### src/csr_pkg.sv
package csr_pkg;

    // machine trap setup and handling registers.
    localparam logic [11:0] csr_mstatus  = 12'h300;
    localparam logic [11:0] csr_misa     = 12'h301;
    localparam logic [11:0] csr_mie      = 12'h304;
    localparam logic [11:0] csr_mtvec    = 12'h305;
    localparam logic [11:0] csr_mscratch = 12'h340;
    localparam logic [11:0] csr_mepc     = 12'h341;
    localparam logic [11:0] csr_mcause   = 12'h342;
    localparam logic [11:0] csr_mtval    = 12'h343;
    localparam logic [11:0] csr_mip      = 12'h344;

    // machine counters and their user-level aliases.
    localparam logic [11:0] csr_mcycle    = 12'hB00;
    localparam logic [11:0] csr_minstret  = 12'hB02;
    localparam logic [11:0] csr_mcycleh   = 12'hB80;
    localparam logic [11:0] csr_minstreth = 12'hB82;
    localparam logic [11:0] csr_cycle     = 12'hC00;
    localparam logic [11:0] csr_time      = 12'hC01;
    localparam logic [11:0] csr_instret   = 12'hC02;
    localparam logic [11:0] csr_cycleh    = 12'hC80;
    localparam logic [11:0] csr_timeh     = 12'hC81;
    localparam logic [11:0] csr_instreth  = 12'hC82;

    // machine information registers.
    localparam logic [11:0] csr_mvendorid = 12'hF11;
    localparam logic [11:0] csr_marchid   = 12'hF12;
    localparam logic [11:0] csr_mimpid    = 12'hF13;
    localparam logic [11:0] csr_mhartid   = 12'hF14;

    // these ranges are decoded as present but always read zero.
    localparam logic [11:0] csr_mhpmevent_first    = 12'h323;
    localparam logic [11:0] csr_mhpmevent_last     = 12'h33F;
    localparam logic [11:0] csr_mhpmcounter_first  = 12'hB03;
    localparam logic [11:0] csr_mhpmcounter_last   = 12'hB1F;
    localparam logic [11:0] csr_mhpmcounterh_first = 12'hB83;
    localparam logic [11:0] csr_mhpmcounterh_last  = 12'hB9F;
    localparam logic [11:0] csr_pmp_first          = 12'h3A0;
    localparam logic [11:0] csr_pmp_last           = 12'h3BF;

    localparam logic [1:0] write_op_rw = 2'b00;
    localparam logic [1:0] write_op_rs = 2'b01;
    localparam logic [1:0] write_op_rc = 2'b10;

    localparam logic src_imm = 1'b0;
    localparam logic src_reg = 1'b1;

    // mxl is 1 for RV32 and only the I extension bit is set.
    localparam logic [31:0] misa_value = 32'h4000_0100;

    typedef union packed {
        logic [31:0] raw;
        struct packed {
            logic [23:0] reserved_hi;
            logic        mpie;
            logic [2:0]  reserved_mid;
            logic        mie;
            logic [2:0]  reserved_lo;
        } status_view;
        struct packed {
            logic [29:0] base;
            logic        reserved;
            logic        mode;
        } tvec_view;
    } csr_word_u;

endpackage

### src/csr_access.sv
`timescale 1ns/1ps

module csr_access #(
    parameter logic [31:0] HART_ID = 32'h0
) (
    input  logic               stall,
    input  logic               read,
    input  logic               write,
    input  logic [1:0]         write_op,
    input  logic               src,
    input  logic [11:0]        csr_addr,
    input  logic [31:0]        rs1_value,
    input  logic [31:0]        imm_value,
    input  logic [31:0]        mstatus_word,
    input  logic [31:0]        mie_word,
    input  logic [31:0]        mtvec_word,
    input  logic [31:0]        mscratch_word,
    input  logic [31:0]        mepc_word,
    input  logic [31:0]        mcause_word,
    input  logic [31:0]        mtval_word,
    input  logic [31:0]        mip_word,
    input  logic [63:0]        cycle_count,
    input  logic [63:0]        instret_count,
    output logic [31:0]        read_value,
    output logic               illegal,
    output csr_pkg::csr_word_u new_value,
    output logic               we_mstatus,
    output logic               we_mie,
    output logic               we_mtvec,
    output logic               we_mscratch,
    output logic               we_mepc,
    output logic               we_mcause,
    output logic               we_mtval
);
    import csr_pkg::*;

    logic [31:0] csr_data;
    logic        known;
    logic        read_only;
    logic [31:0] source;
    logic        write_ok;

    always_comb begin
        known    = 1'b1;
        csr_data = '0;
        case (csr_addr) inside
            csr_mstatus:   csr_data = mstatus_word;
            csr_misa:      csr_data = misa_value;
            csr_mie:       csr_data = mie_word;
            csr_mtvec:     csr_data = mtvec_word;
            csr_mscratch:  csr_data = mscratch_word;
            csr_mepc:      csr_data = mepc_word;
            csr_mcause:    csr_data = mcause_word;
            csr_mtval:     csr_data = mtval_word;
            csr_mip:       csr_data = mip_word;
            csr_mcycle, csr_cycle, csr_time:
                csr_data = cycle_count[31:0];
            csr_mcycleh, csr_cycleh, csr_timeh:
                csr_data = cycle_count[63:32];
            csr_minstret, csr_instret:
                csr_data = instret_count[31:0];
            csr_minstreth, csr_instreth:
                csr_data = instret_count[63:32];
            csr_mhartid:   csr_data = HART_ID;
            csr_mvendorid, csr_marchid, csr_mimpid,
            [csr_mhpmevent_first:csr_mhpmevent_last],
            [csr_mhpmcounter_first:csr_mhpmcounter_last],
            [csr_mhpmcounterh_first:csr_mhpmcounterh_last],
            [csr_pmp_first:csr_pmp_last]:
                csr_data = '0;
            default:       known = 1'b0;
        endcase
    end

    // the machine counters have no write path, so their block is read-only too.
    assign read_only = (csr_addr[11:10] == 2'b11) || (csr_addr[11:8] == 4'hB);

    assign illegal    = ((read || write) && !known) || (write && read_only);
    assign read_value = (read || write) ? csr_data : '0;

    assign source = (src == src_reg) ? rs1_value : imm_value;

    always_comb begin
        case (write_op)
            write_op_rw: new_value.raw = source;
            write_op_rs: new_value.raw = csr_data | source;
            write_op_rc: new_value.raw = csr_data & ~source;
            default:     new_value.raw = csr_data;
        endcase
    end

    assign write_ok = write && !stall && known && !read_only;

    assign we_mstatus  = write_ok && (csr_addr == csr_mstatus);
    assign we_mie      = write_ok && (csr_addr == csr_mie);
    assign we_mtvec    = write_ok && (csr_addr == csr_mtvec);
    assign we_mscratch = write_ok && (csr_addr == csr_mscratch);
    assign we_mepc     = write_ok && (csr_addr == csr_mepc);
    assign we_mcause   = write_ok && (csr_addr == csr_mcause);
    assign we_mtval    = write_ok && (csr_addr == csr_mtval);

endmodule

### src/csr_counters.sv
`timescale 1ns/1ps

module csr_counters (
    input  logic        clk,
    input  logic        rst_n,
    input  logic        instr_retired,
    output logic [63:0] cycle_count,
    output logic [63:0] instret_count
);

    // the cycle counter runs on every edge and also serves the time alias.
    always_ff @(posedge clk or negedge rst_n) begin
        if (!rst_n) begin
            cycle_count <= '0;
        end else begin
            cycle_count <= cycle_count + 64'd1;
        end
    end

    // retirement comes from writeback, so a stalled front end does not hold it.
    always_ff @(posedge clk or negedge rst_n) begin
        if (!rst_n) begin
            instret_count <= '0;
        end else if (instr_retired) begin
            instret_count <= instret_count + 64'd1;
        end
    end

endmodule

### src/csr_machine_regs.sv
`timescale 1ns/1ps

module csr_machine_regs (
    input  logic              clk,
    input  logic              rst_n,
    input  csr_pkg::csr_word_u new_value,
    input  logic              we_mstatus,
    input  logic              we_mie,
    input  logic              we_mtvec,
    input  logic              we_mscratch,
    input  logic              we_mepc,
    input  logic              we_mcause,
    input  logic              we_mtval,
    input  logic              irq_external,
    input  logic              irq_timer,
    input  logic              irq_software,
    output logic [31:0]       mstatus_word,
    output logic [31:0]       mie_word,
    output logic [31:0]       mtvec_word,
    output logic [31:0]       mscratch_word,
    output logic [31:0]       mepc_word,
    output logic [31:0]       mcause_word,
    output logic [31:0]       mtval_word,
    output logic [31:0]       mip_word,
    output logic              irq_request
);
    import csr_pkg::*;

    logic        mstatus_mpie;
    logic        mstatus_mie;
    logic        mie_meie;
    logic        mie_mtie;
    logic        mie_msie;
    logic [29:0] mtvec_base;
    logic        mtvec_mode;
    logic [31:0] mscratch;
    logic [29:0] mepc;
    logic        mcause_interrupt;
    logic [3:0]  mcause_code;
    logic [31:0] mtval;
    logic        mip_meip;
    logic        mip_mtip;
    logic        mip_msip;

    always_ff @(posedge clk or negedge rst_n) begin
        if (!rst_n) begin
            mstatus_mpie <= 1'b0;
            mstatus_mie  <= 1'b0;
            mie_meie     <= 1'b0;
            mie_mtie     <= 1'b0;
            mie_msie     <= 1'b0;
            mtvec_base   <= '0;
            mtvec_mode   <= 1'b0;
        end else begin
            if (we_mstatus) begin
                mstatus_mpie <= new_value.status_view.mpie;
                mstatus_mie  <= new_value.status_view.mie;
            end
            if (we_mie) begin
                mie_meie <= new_value.raw[11];
                mie_mtie <= new_value.raw[7];
                mie_msie <= new_value.raw[3];
            end
            if (we_mtvec) begin
                mtvec_base <= new_value.tvec_view.base;
                mtvec_mode <= new_value.tvec_view.mode;
            end
        end
    end

    always_ff @(posedge clk or negedge rst_n) begin
        if (!rst_n) begin
            mscratch         <= '0;
            mepc             <= '0;
            mcause_interrupt <= 1'b0;
            mcause_code      <= '0;
            mtval            <= '0;
        end else begin
            if (we_mscratch)
                mscratch <= new_value.raw;
            if (we_mepc)
                mepc <= new_value.raw[31:2];
            if (we_mcause) begin
                mcause_interrupt <= new_value.raw[31];
                mcause_code      <= new_value.raw[3:0];
            end
            if (we_mtval)
                mtval <= new_value.raw;
        end
    end

    // the pending bits follow the interrupt lines one cycle late.
    always_ff @(posedge clk or negedge rst_n) begin
        if (!rst_n) begin
            mip_meip <= 1'b0;
            mip_mtip <= 1'b0;
            mip_msip <= 1'b0;
        end else begin
            mip_meip <= irq_external;
            mip_mtip <= irq_timer;
            mip_msip <= irq_software;
        end
    end

    // mpp is hardwired to machine mode since no other privilege exists.
    assign mstatus_word  = {19'b0, 2'b11, 3'b0, mstatus_mpie, 3'b0, mstatus_mie, 3'b0};
    assign mie_word      = {20'b0, mie_meie, 3'b0, mie_mtie, 3'b0, mie_msie, 3'b0};
    assign mtvec_word    = {mtvec_base, 1'b0, mtvec_mode};
    assign mscratch_word = mscratch;
    assign mepc_word     = {mepc, 2'b00};
    assign mcause_word   = {mcause_interrupt, 27'b0, mcause_code};
    assign mtval_word    = mtval;
    assign mip_word      = {20'b0, mip_meip, 3'b0, mip_mtip, 3'b0, mip_msip, 3'b0};

    assign irq_request = mstatus_mie && ((mie_meie && mip_meip) ||
                                         (mie_mtie && mip_mtip) ||
                                         (mie_msie && mip_msip));

endmodule

### src/csr_unit.sv
`timescale 1ns/1ps

module csr_unit #(
    parameter logic [31:0] HART_ID = 32'h0
) (
    input  logic        clk,
    input  logic        rst_n,
    input  logic        stall,
    input  logic        read,
    input  logic        write,
    input  logic [1:0]  write_op,
    input  logic        src,
    input  logic        instr_retired,
    input  logic [11:0] csr_addr,
    input  logic [31:0] rs1_value,
    input  logic [31:0] imm_value,
    input  logic        irq_external,
    input  logic        irq_timer,
    input  logic        irq_software,
    output logic [31:0] read_value,
    output logic        illegal,
    output logic        irq_request,
    output logic [31:0] trap_vector
);
    import csr_pkg::*;

    csr_word_u   new_value;
    logic        we_mstatus;
    logic        we_mie;
    logic        we_mtvec;
    logic        we_mscratch;
    logic        we_mepc;
    logic        we_mcause;
    logic        we_mtval;
    logic [31:0] mstatus_word;
    logic [31:0] mie_word;
    logic [31:0] mscratch_word;
    logic [31:0] mepc_word;
    logic [31:0] mcause_word;
    logic [31:0] mtval_word;
    logic [31:0] mip_word;
    logic [63:0] cycle_count;
    logic [63:0] instret_count;

    // the fetch stage takes the mtvec word directly as its trap vector.
    csr_machine_regs u_machine_regs (
        .clk           (clk),
        .rst_n         (rst_n),
        .new_value     (new_value),
        .we_mstatus    (we_mstatus),
        .we_mie        (we_mie),
        .we_mtvec      (we_mtvec),
        .we_mscratch   (we_mscratch),
        .we_mepc       (we_mepc),
        .we_mcause     (we_mcause),
        .we_mtval      (we_mtval),
        .irq_external  (irq_external),
        .irq_timer     (irq_timer),
        .irq_software  (irq_software),
        .mstatus_word  (mstatus_word),
        .mie_word      (mie_word),
        .mtvec_word    (trap_vector),
        .mscratch_word (mscratch_word),
        .mepc_word     (mepc_word),
        .mcause_word   (mcause_word),
        .mtval_word    (mtval_word),
        .mip_word      (mip_word),
        .irq_request   (irq_request)
    );

    csr_counters u_counters (
        .clk           (clk),
        .rst_n         (rst_n),
        .instr_retired (instr_retired),
        .cycle_count   (cycle_count),
        .instret_count (instret_count)
    );

    csr_access #(
        .HART_ID (HART_ID)
    ) u_access (
        .stall         (stall),
        .read          (read),
        .write         (write),
        .write_op      (write_op),
        .src           (src),
        .csr_addr      (csr_addr),
        .rs1_value     (rs1_value),
        .imm_value     (imm_value),
        .mstatus_word  (mstatus_word),
        .mie_word      (mie_word),
        .mtvec_word    (trap_vector),
        .mscratch_word (mscratch_word),
        .mepc_word     (mepc_word),
        .mcause_word   (mcause_word),
        .mtval_word    (mtval_word),
        .mip_word      (mip_word),
        .cycle_count   (cycle_count),
        .instret_count (instret_count),
        .read_value    (read_value),
        .illegal       (illegal),
        .new_value     (new_value),
        .we_mstatus    (we_mstatus),
        .we_mie        (we_mie),
        .we_mtvec      (we_mtvec),
        .we_mscratch   (we_mscratch),
        .we_mepc       (we_mepc),
        .we_mcause     (we_mcause),
        .we_mtval      (we_mtval)
    );

endmodule

### config.mk
export PLATFORM = sky130hd
export DESIGN_NAME = csr_unit
export DESIGN_NICKNAME = d
export VERILOG_FILES = /design/src/csr_pkg.sv /design/src/csr_access.sv /design/src/csr_counters.sv /design/src/csr_machine_regs.sv /design/src/csr_unit.sv
export SDC_FILE = /design/constraint.sdc
export NUM_CORES = 1
export LEC_CHECK = 0
export BUFFER_PORTS_ARGS = -buffer_cell sky130_fd_sc_hd__buf_4
export CAP_MARGIN = 10
export CORE_MARGIN = 8
export CORE_UTILIZATION = 25
export DETAILED_ROUTE_END_ITERATION = 8
export SLEW_MARGIN = 20
export SYNTH_ARGS = -nofsm -noshare
export SYNTH_HDL_FRONTEND = slang
export SYNTH_SLANG_ARGS = --single-unit
### constraint.sdc
create_clock -name clk -period 5.9 [get_ports clk]
set_input_delay 0.59 -clock clk [delete_from_list [all_inputs] [get_ports clk]]
set_output_delay 0.59 -clock clk [all_outputs]
set_load 0.01 [all_outputs]
**After elaboration in Yosys (flattened, before gate mapping)**

Cells that the tools add are included.

- Bits of input ports: 88
- Register bits after elaboration: 266
- Output and inout port bits: 66

- Equal/unequal tests: 27
- Order comparisons: 8
- Reductions and logical operators: 34
- Bitwise logic cells: 3
- $add $sub $neg: 2
- Muxes and demuxes: 31

Operator list:

| kind | count |
|---|---|
| $mux 32 | 15 |
| $eq 12x12->1 const B | 14 |
| $add 64x1->64 const B | 2 |
| $eq 12x10->1 const B | 9 |
| $pmux 32 s3 | 1 |
| $and 32x32->32 | 1 |
| $not 32->32 | 1 |
| $or 32x32->32 | 1 |
| $ge 12x10->1 const B | 2 |
| $ge 12x12->1 const B | 2 |
| $le 12x10->1 const B | 2 |
| $le 12x12->1 const B | 2 |
| $logic_and 1x1->1 | 20 |
| $mux 1 | 15 |
| $reduce_or 7->1 | 1 |
| $reduce_or 3->1 | 2 |
| $logic_or 1x1->1 | 5 |
| $eq 2x2->1 const B | 2 |
| $eq 4x4->1 const B | 1 |
| $reduce_or 2->1 | 2 |
| $logic_not 1->1 | 3 |
| $eq 2x1->1 const B | 1 |
| $logic_not 2->1 | 1 |

**Logic depth before layout (Yosys ltp)**

- Depth in word-level cells: 21
- Depth in mapped cells: 11
- Mapped depth without buffers: 7

**By module**

From an unflattened synthesis, not the netlist that was laid out.

- Cells, all modules: 1843
- Area total of the unflattened synthesis: 17925.9 um2

By module, submodules not included:

| module | cells each | instances | area an instance (um2) | seq. area each (um2) |
|---|---|---|---|---|
| csr_machine_regs | 419 | 1 | 6378.6 | 3453.3 |
| csr_counters | 538 | 1 | 5884.4 | 3203.1 |
| csr_access | 886 | 1 | 5662.9 | 0.0 |

**Least setup slack after synthesis**

OpenSTA, ideal clock, no wires.

- Path type: in2out
- Start: input csr_addr[4]
- End: output read_value[11]
- Data required time: 5.310 ns
- Buffers on the path: 3
- Data arrival time: 2.764 ns
- Stages on the path: 9
- Path slack: 2.546 ns
- Path through: buf_2 -> or4b_1 -> buf_2 -> a21oi_2 -> buf_4 -> o211ai_1 -> and2_0 -> or4b_1 -> a211oi_1

- Longest elaborated chain between the ends: 16

RTL lines:

| item | line | RTL |
|---|---|---|
| start: declaration | csr_unit.sv:14 | `input logic [11:0] csr_addr,` |
| $eq 12x12->1 (no source line) | - |  |
| $reduce_or 2->1 | csr_access.sv:46 | `case (csr_addr) inside` |
| $mux 32 (12 in a row) | csr_access.sv:46 |  |
| $mux 32 * | csr_access.sv:46 |  |
| $mux 32 * | csr_access.sv:79 | `assign read_value = (read \|\| write) ? csr_data : '0;` |
| end: declaration | csr_unit.sv:20 | `output logic [31:0] read_value,` |

Every way passes the cells marked *; elsewhere a longest branch is shown, timed or not.

**Final worst setup path**

- Start: input csr_addr[6]
- End: output read_value[28]

The elaborated chain is that of the path after synthesis.

==> results.json <==
{
  "finalClockSkew_ns": 0.0130,
  "synthTopCellsByArea": "dfrtp_1 43%, mux2i_1 5.3%, xnor2_1 4.8%",
  "die-area_sq_um": 70400,
  "yosysUniqueCellTypes": 97,
  "p_seq_frac": 0.443,
  "cts.clk_slew.worst_paths_ns": 0.06,
  "synth_top_flop_cell": "dfrtp_1",
  "dr.pass1.iters": 7,
  "reg2reg_setup_slack_ns": 2.78,
  "first_iter_violations": 1223,
  "grt_overflow": 0,
  "setup_viol": 0,
  "cp-end-kind": "primary output",
  "cp_num_buf_inv": 2,
  "core_area_sq_um": 61600,
  "reg2reg_depth": 7,
  "yosys_warnings": 0,
  "yosys.area.top_type_share": 0.428,
  "internal_power_w": 0.00321,
  "pin_count": 154,
  "crit_required_ns": 5.31,
  "dieHeight_um": 265,
  "final_core_util": 0.302,
  "worst_path_most_repeated_cell": "buf_4",
  "cts_max_level": 1,
  "synth_fp_nets": 1746,
  "worst_pin_slew_ns": 1.05,
  "placed_cell_area_sq_um": 17500,
  "place_inst": 2551,
  "die_x_um": 265,
  "async_reset_ff_frac": 1.00,
  "wl_per_cell_um": 22.4,
  "grt_pass1_vias": 13800,
  "worstPathArrival_ns": 3.89,
  "vias": 14100,
  "cp-start-kind": "input port",
  "status": "finished, final reports clean",
  "synth-edff-count": 0,
  "start_util": 0.252,
  "grt_max_degree": 147,
  "cpMaxStageDelayCell": "nand2_1",
  "power_density_nw_per_um2": 229,
  "wl_um": 58400,
  "switching_share": 0.246,
  "crit_end": "read_value[28]",
  "synth_most_common_cell": "dfrtp_1",
  "final_cells": 2605,
  "drc": 0,
  "finalCriticalPeriod_ns": 4.48,
  "clk_latency_ns": 0.59,
  "yosysTopAreaCell": "dfrtp_1",
  "crit_start": "csr_addr[6]",
  "final-hold-violation-count": 0,
  "timing.final.crit_share": 0.760,
  "ctsResizeCount": 0,
  "cts_hold_buf": 0,
  "crit_fanout": 25,
  "post_cts_buffers": 0,
  "reg2reg_from": "u_counters.instret_count[0]",
  "grt_util_all_layers": 0.160,
  "io_buffers": 152,
  "slew_headroom": 0.294,
  "cap_violations": 0,
  "vias_per_cell": 5.41,
  "clkSinkCount": 266,
  "p_leak_nw": 7.94,
  "nets": 1838,
  "diodes": 0,
  "row_count": 91,
  "antenna_found_initial": 0,
  "min-delay-path-class": "in2reg",
  "gp_congestion": 0.946,
  "n_fill_cell": 6472,
  "crit_type": "in2out",
  "final_antenna_net_count": 0,
  "clockBufferDepth": 3,
  "cts_made_buffers": 30,
  "clock.fmax_ghz": 0.223,
  "cts_tree": "done",
  "comb_power_share": 0.083,
  "cts.root.buffer_cell": "clkbuf_16",
  "fin_tns_setup_ns": 0,
  "p_clk_frac": 0.475,
  "cp.depth": 7,
  "seq_area_frac_synth": 0.428,
  "synth_cells": 1656,
  "dp_hpwl_um": 42600,
  "slowest_delay_ns": 0.74,
  "ys_seq_elements": 266,
  "syn_to_final_growth_pct": 19.6,
  "final_cell_area_sq_um": 18600,
  "avgSynthCellArea_sq_um": 9.38,
  "cp_cell_sequence": "buf_4 > or4b_1 > a21oi_2 > nand2_1 > o221a_2 > nor3_1 > buf_4",
  "grt_pass1_wl_um": 88200,
  "rsz0062_at_grt": "false",
  "syn-cell-area_sq_um": 15500,
  "final_layout_size_suffix_gt1_frac": 0.174,
  "regToRegEndpoint": "u_counters.instret_count[60]",
  "p_sw_w": 0.00105,
  "finalPower_w": 0.00426,
  "drv_slew": 0,
  "irDropWorstVdd_v": 0.000227,
  "synth_commonest_cells": "266 x dfrtp_1, 150 x nand2_1, 149 x nor2_1",
  "cp_top_family": "simple AND/OR/NAND/NOR gates"
}
[power groups by stage]
stage	logic [W]	registers, W	clock network [W]
2_1_floorplan	0.000186	0.00191	0
3_3_place_gp	0.000343	0.00192	0
3_5_place_dp	0.000350	0.00192	0
4_1_cts	0.000351	0.00188	0.00205
5_1_grt	0.000380	0.00189	0.00213
6_report	0.000352	0.00188	0.00202
[registers in the layout (all words and copies together), names as in the netlist, 4 cells and up]
signal and cells:
u_counters.instret_count 64, u_machine_regs.mtvec_base 30, u_machine_regs.mtval_word 32, u_machine_regs.mscratch_word 32, u_machine_regs.mcause_code 4, u_machine_regs.mepc 30, u_counters.cycle_count 64
[per-stage QoR]
stage / hold WS [ns] / setup WS (ns)
finish: 0.115 / 1.42
global route: 0.0943 / 1.31
CTS: 0.0974 / 1.48
detailed placement: 0.456 / 1.49
global placement: 0.451 / 1.66
floorplan: 0.294 / 2.55
[routing by layer]
| metal | vias up | GRT usage | wire length (um) |
|---|---|---|---|
| met2 | 582 | 0.262 | 27400 |
| met5 | - | 0 | 0 |
| met3 | 116 | 0.0281 | 4070 |
| li1 | 6369 | - | - |
| met1 | 7032 | 0.206 | 24500 |
| met4 | 0 | 0.0656 | 2500 |
[cells by family (layout without fill, tap and decap cells)]
logic type | Yosys count | after routing | synth area share
mux | 95 | 95 | 0.0629
other cells | 1 | 1 | 0.000241
compound gates | 458 | 458 | 0.211
fa+ha+maj | 2 | 2 | 0.00161
xor+xnor | 126 | 126 | 0.0710
simple gates | 561 | 561 | 0.183
buf+inv | 147 | 259 | 0.0418
flops | 266 | 266 | 0.428
[placed cells by master, fill, tap and decap left out, types with 6 or more instances in the layout]
cell       synthesis  final
dfrtp_1          266    266
buf_4              3    179
nand2_1          150    150
nor2_1           149    148
a21oi_1          132    132
xnor2_1           85     85
mux2i_1           83     83
o21ai_0           61     61
nand3_1           54     54
nand4_1           43     43
xor2_1            41     41
nor3_1            37     37
a221oi_1          31     31
clkbuf_16          0     30
o221ai_1          29     29
inv_1             23     23
and3_1            22     21
nor4_1            20     20
o221a_2           20     20
o21ai_1           20     20
a21o_1            18     18
a211oi_1          17     17
and4_1            15     15
o22ai_1           14     14
a31oi_1           12     12
mux2_2            11     11
o32a_1            10     10
clkbuf_8           0     10
and2_1            10      9
or3_1              8      8
o211ai_1           6      6
or2_2              6      6
a31oi_2            6      6
[how the worst min path moves through the flow]
stage | start | end | slack [ns] | cells past startpoint
after floorplan | rst_n | u_counters.cycle_count[0] | 0.29 | 0
after global placement | u_counters.instret_count[63] | u_counters.instret_count[63] | 0.45 | 1
after detailed placement | u_counters.instret_count[63] | u_counters.instret_count[63] | 0.46 | 1
after CTS | irq_external | u_machine_regs.mip_meip | 0.1 | 1
after global routing | irq_software | u_machine_regs.mip_msip | 0.09 | 1
final | irq_external | u_machine_regs.mip_meip | 0.11 | 1
[worst register-to-register path, stage by stage, from the launching register on]
cell and delay, ns:
dfrtp_1 0.42, ha_1 0.20, and3_1 0.21, nor3b_2 0.52, nand3_1 0.43, nor4b_2 0.84
nand4_1 0.22, xnor2_1 0.17
[area by class of cell]
class                      instances  area, sq um  share of cell area
clock buffer                      43          900              0.0484
timing repair buffer             184         1440              0.0773
inverter                          23         86.3             0.00464
sequential                       266         6660               0.358
multi-input combinational       1243         8280               0.446
tap                              837         1050              0.0563
clock inverter                     9          178             0.00956
Note: power is estimated with default switching activity, not from simulation.
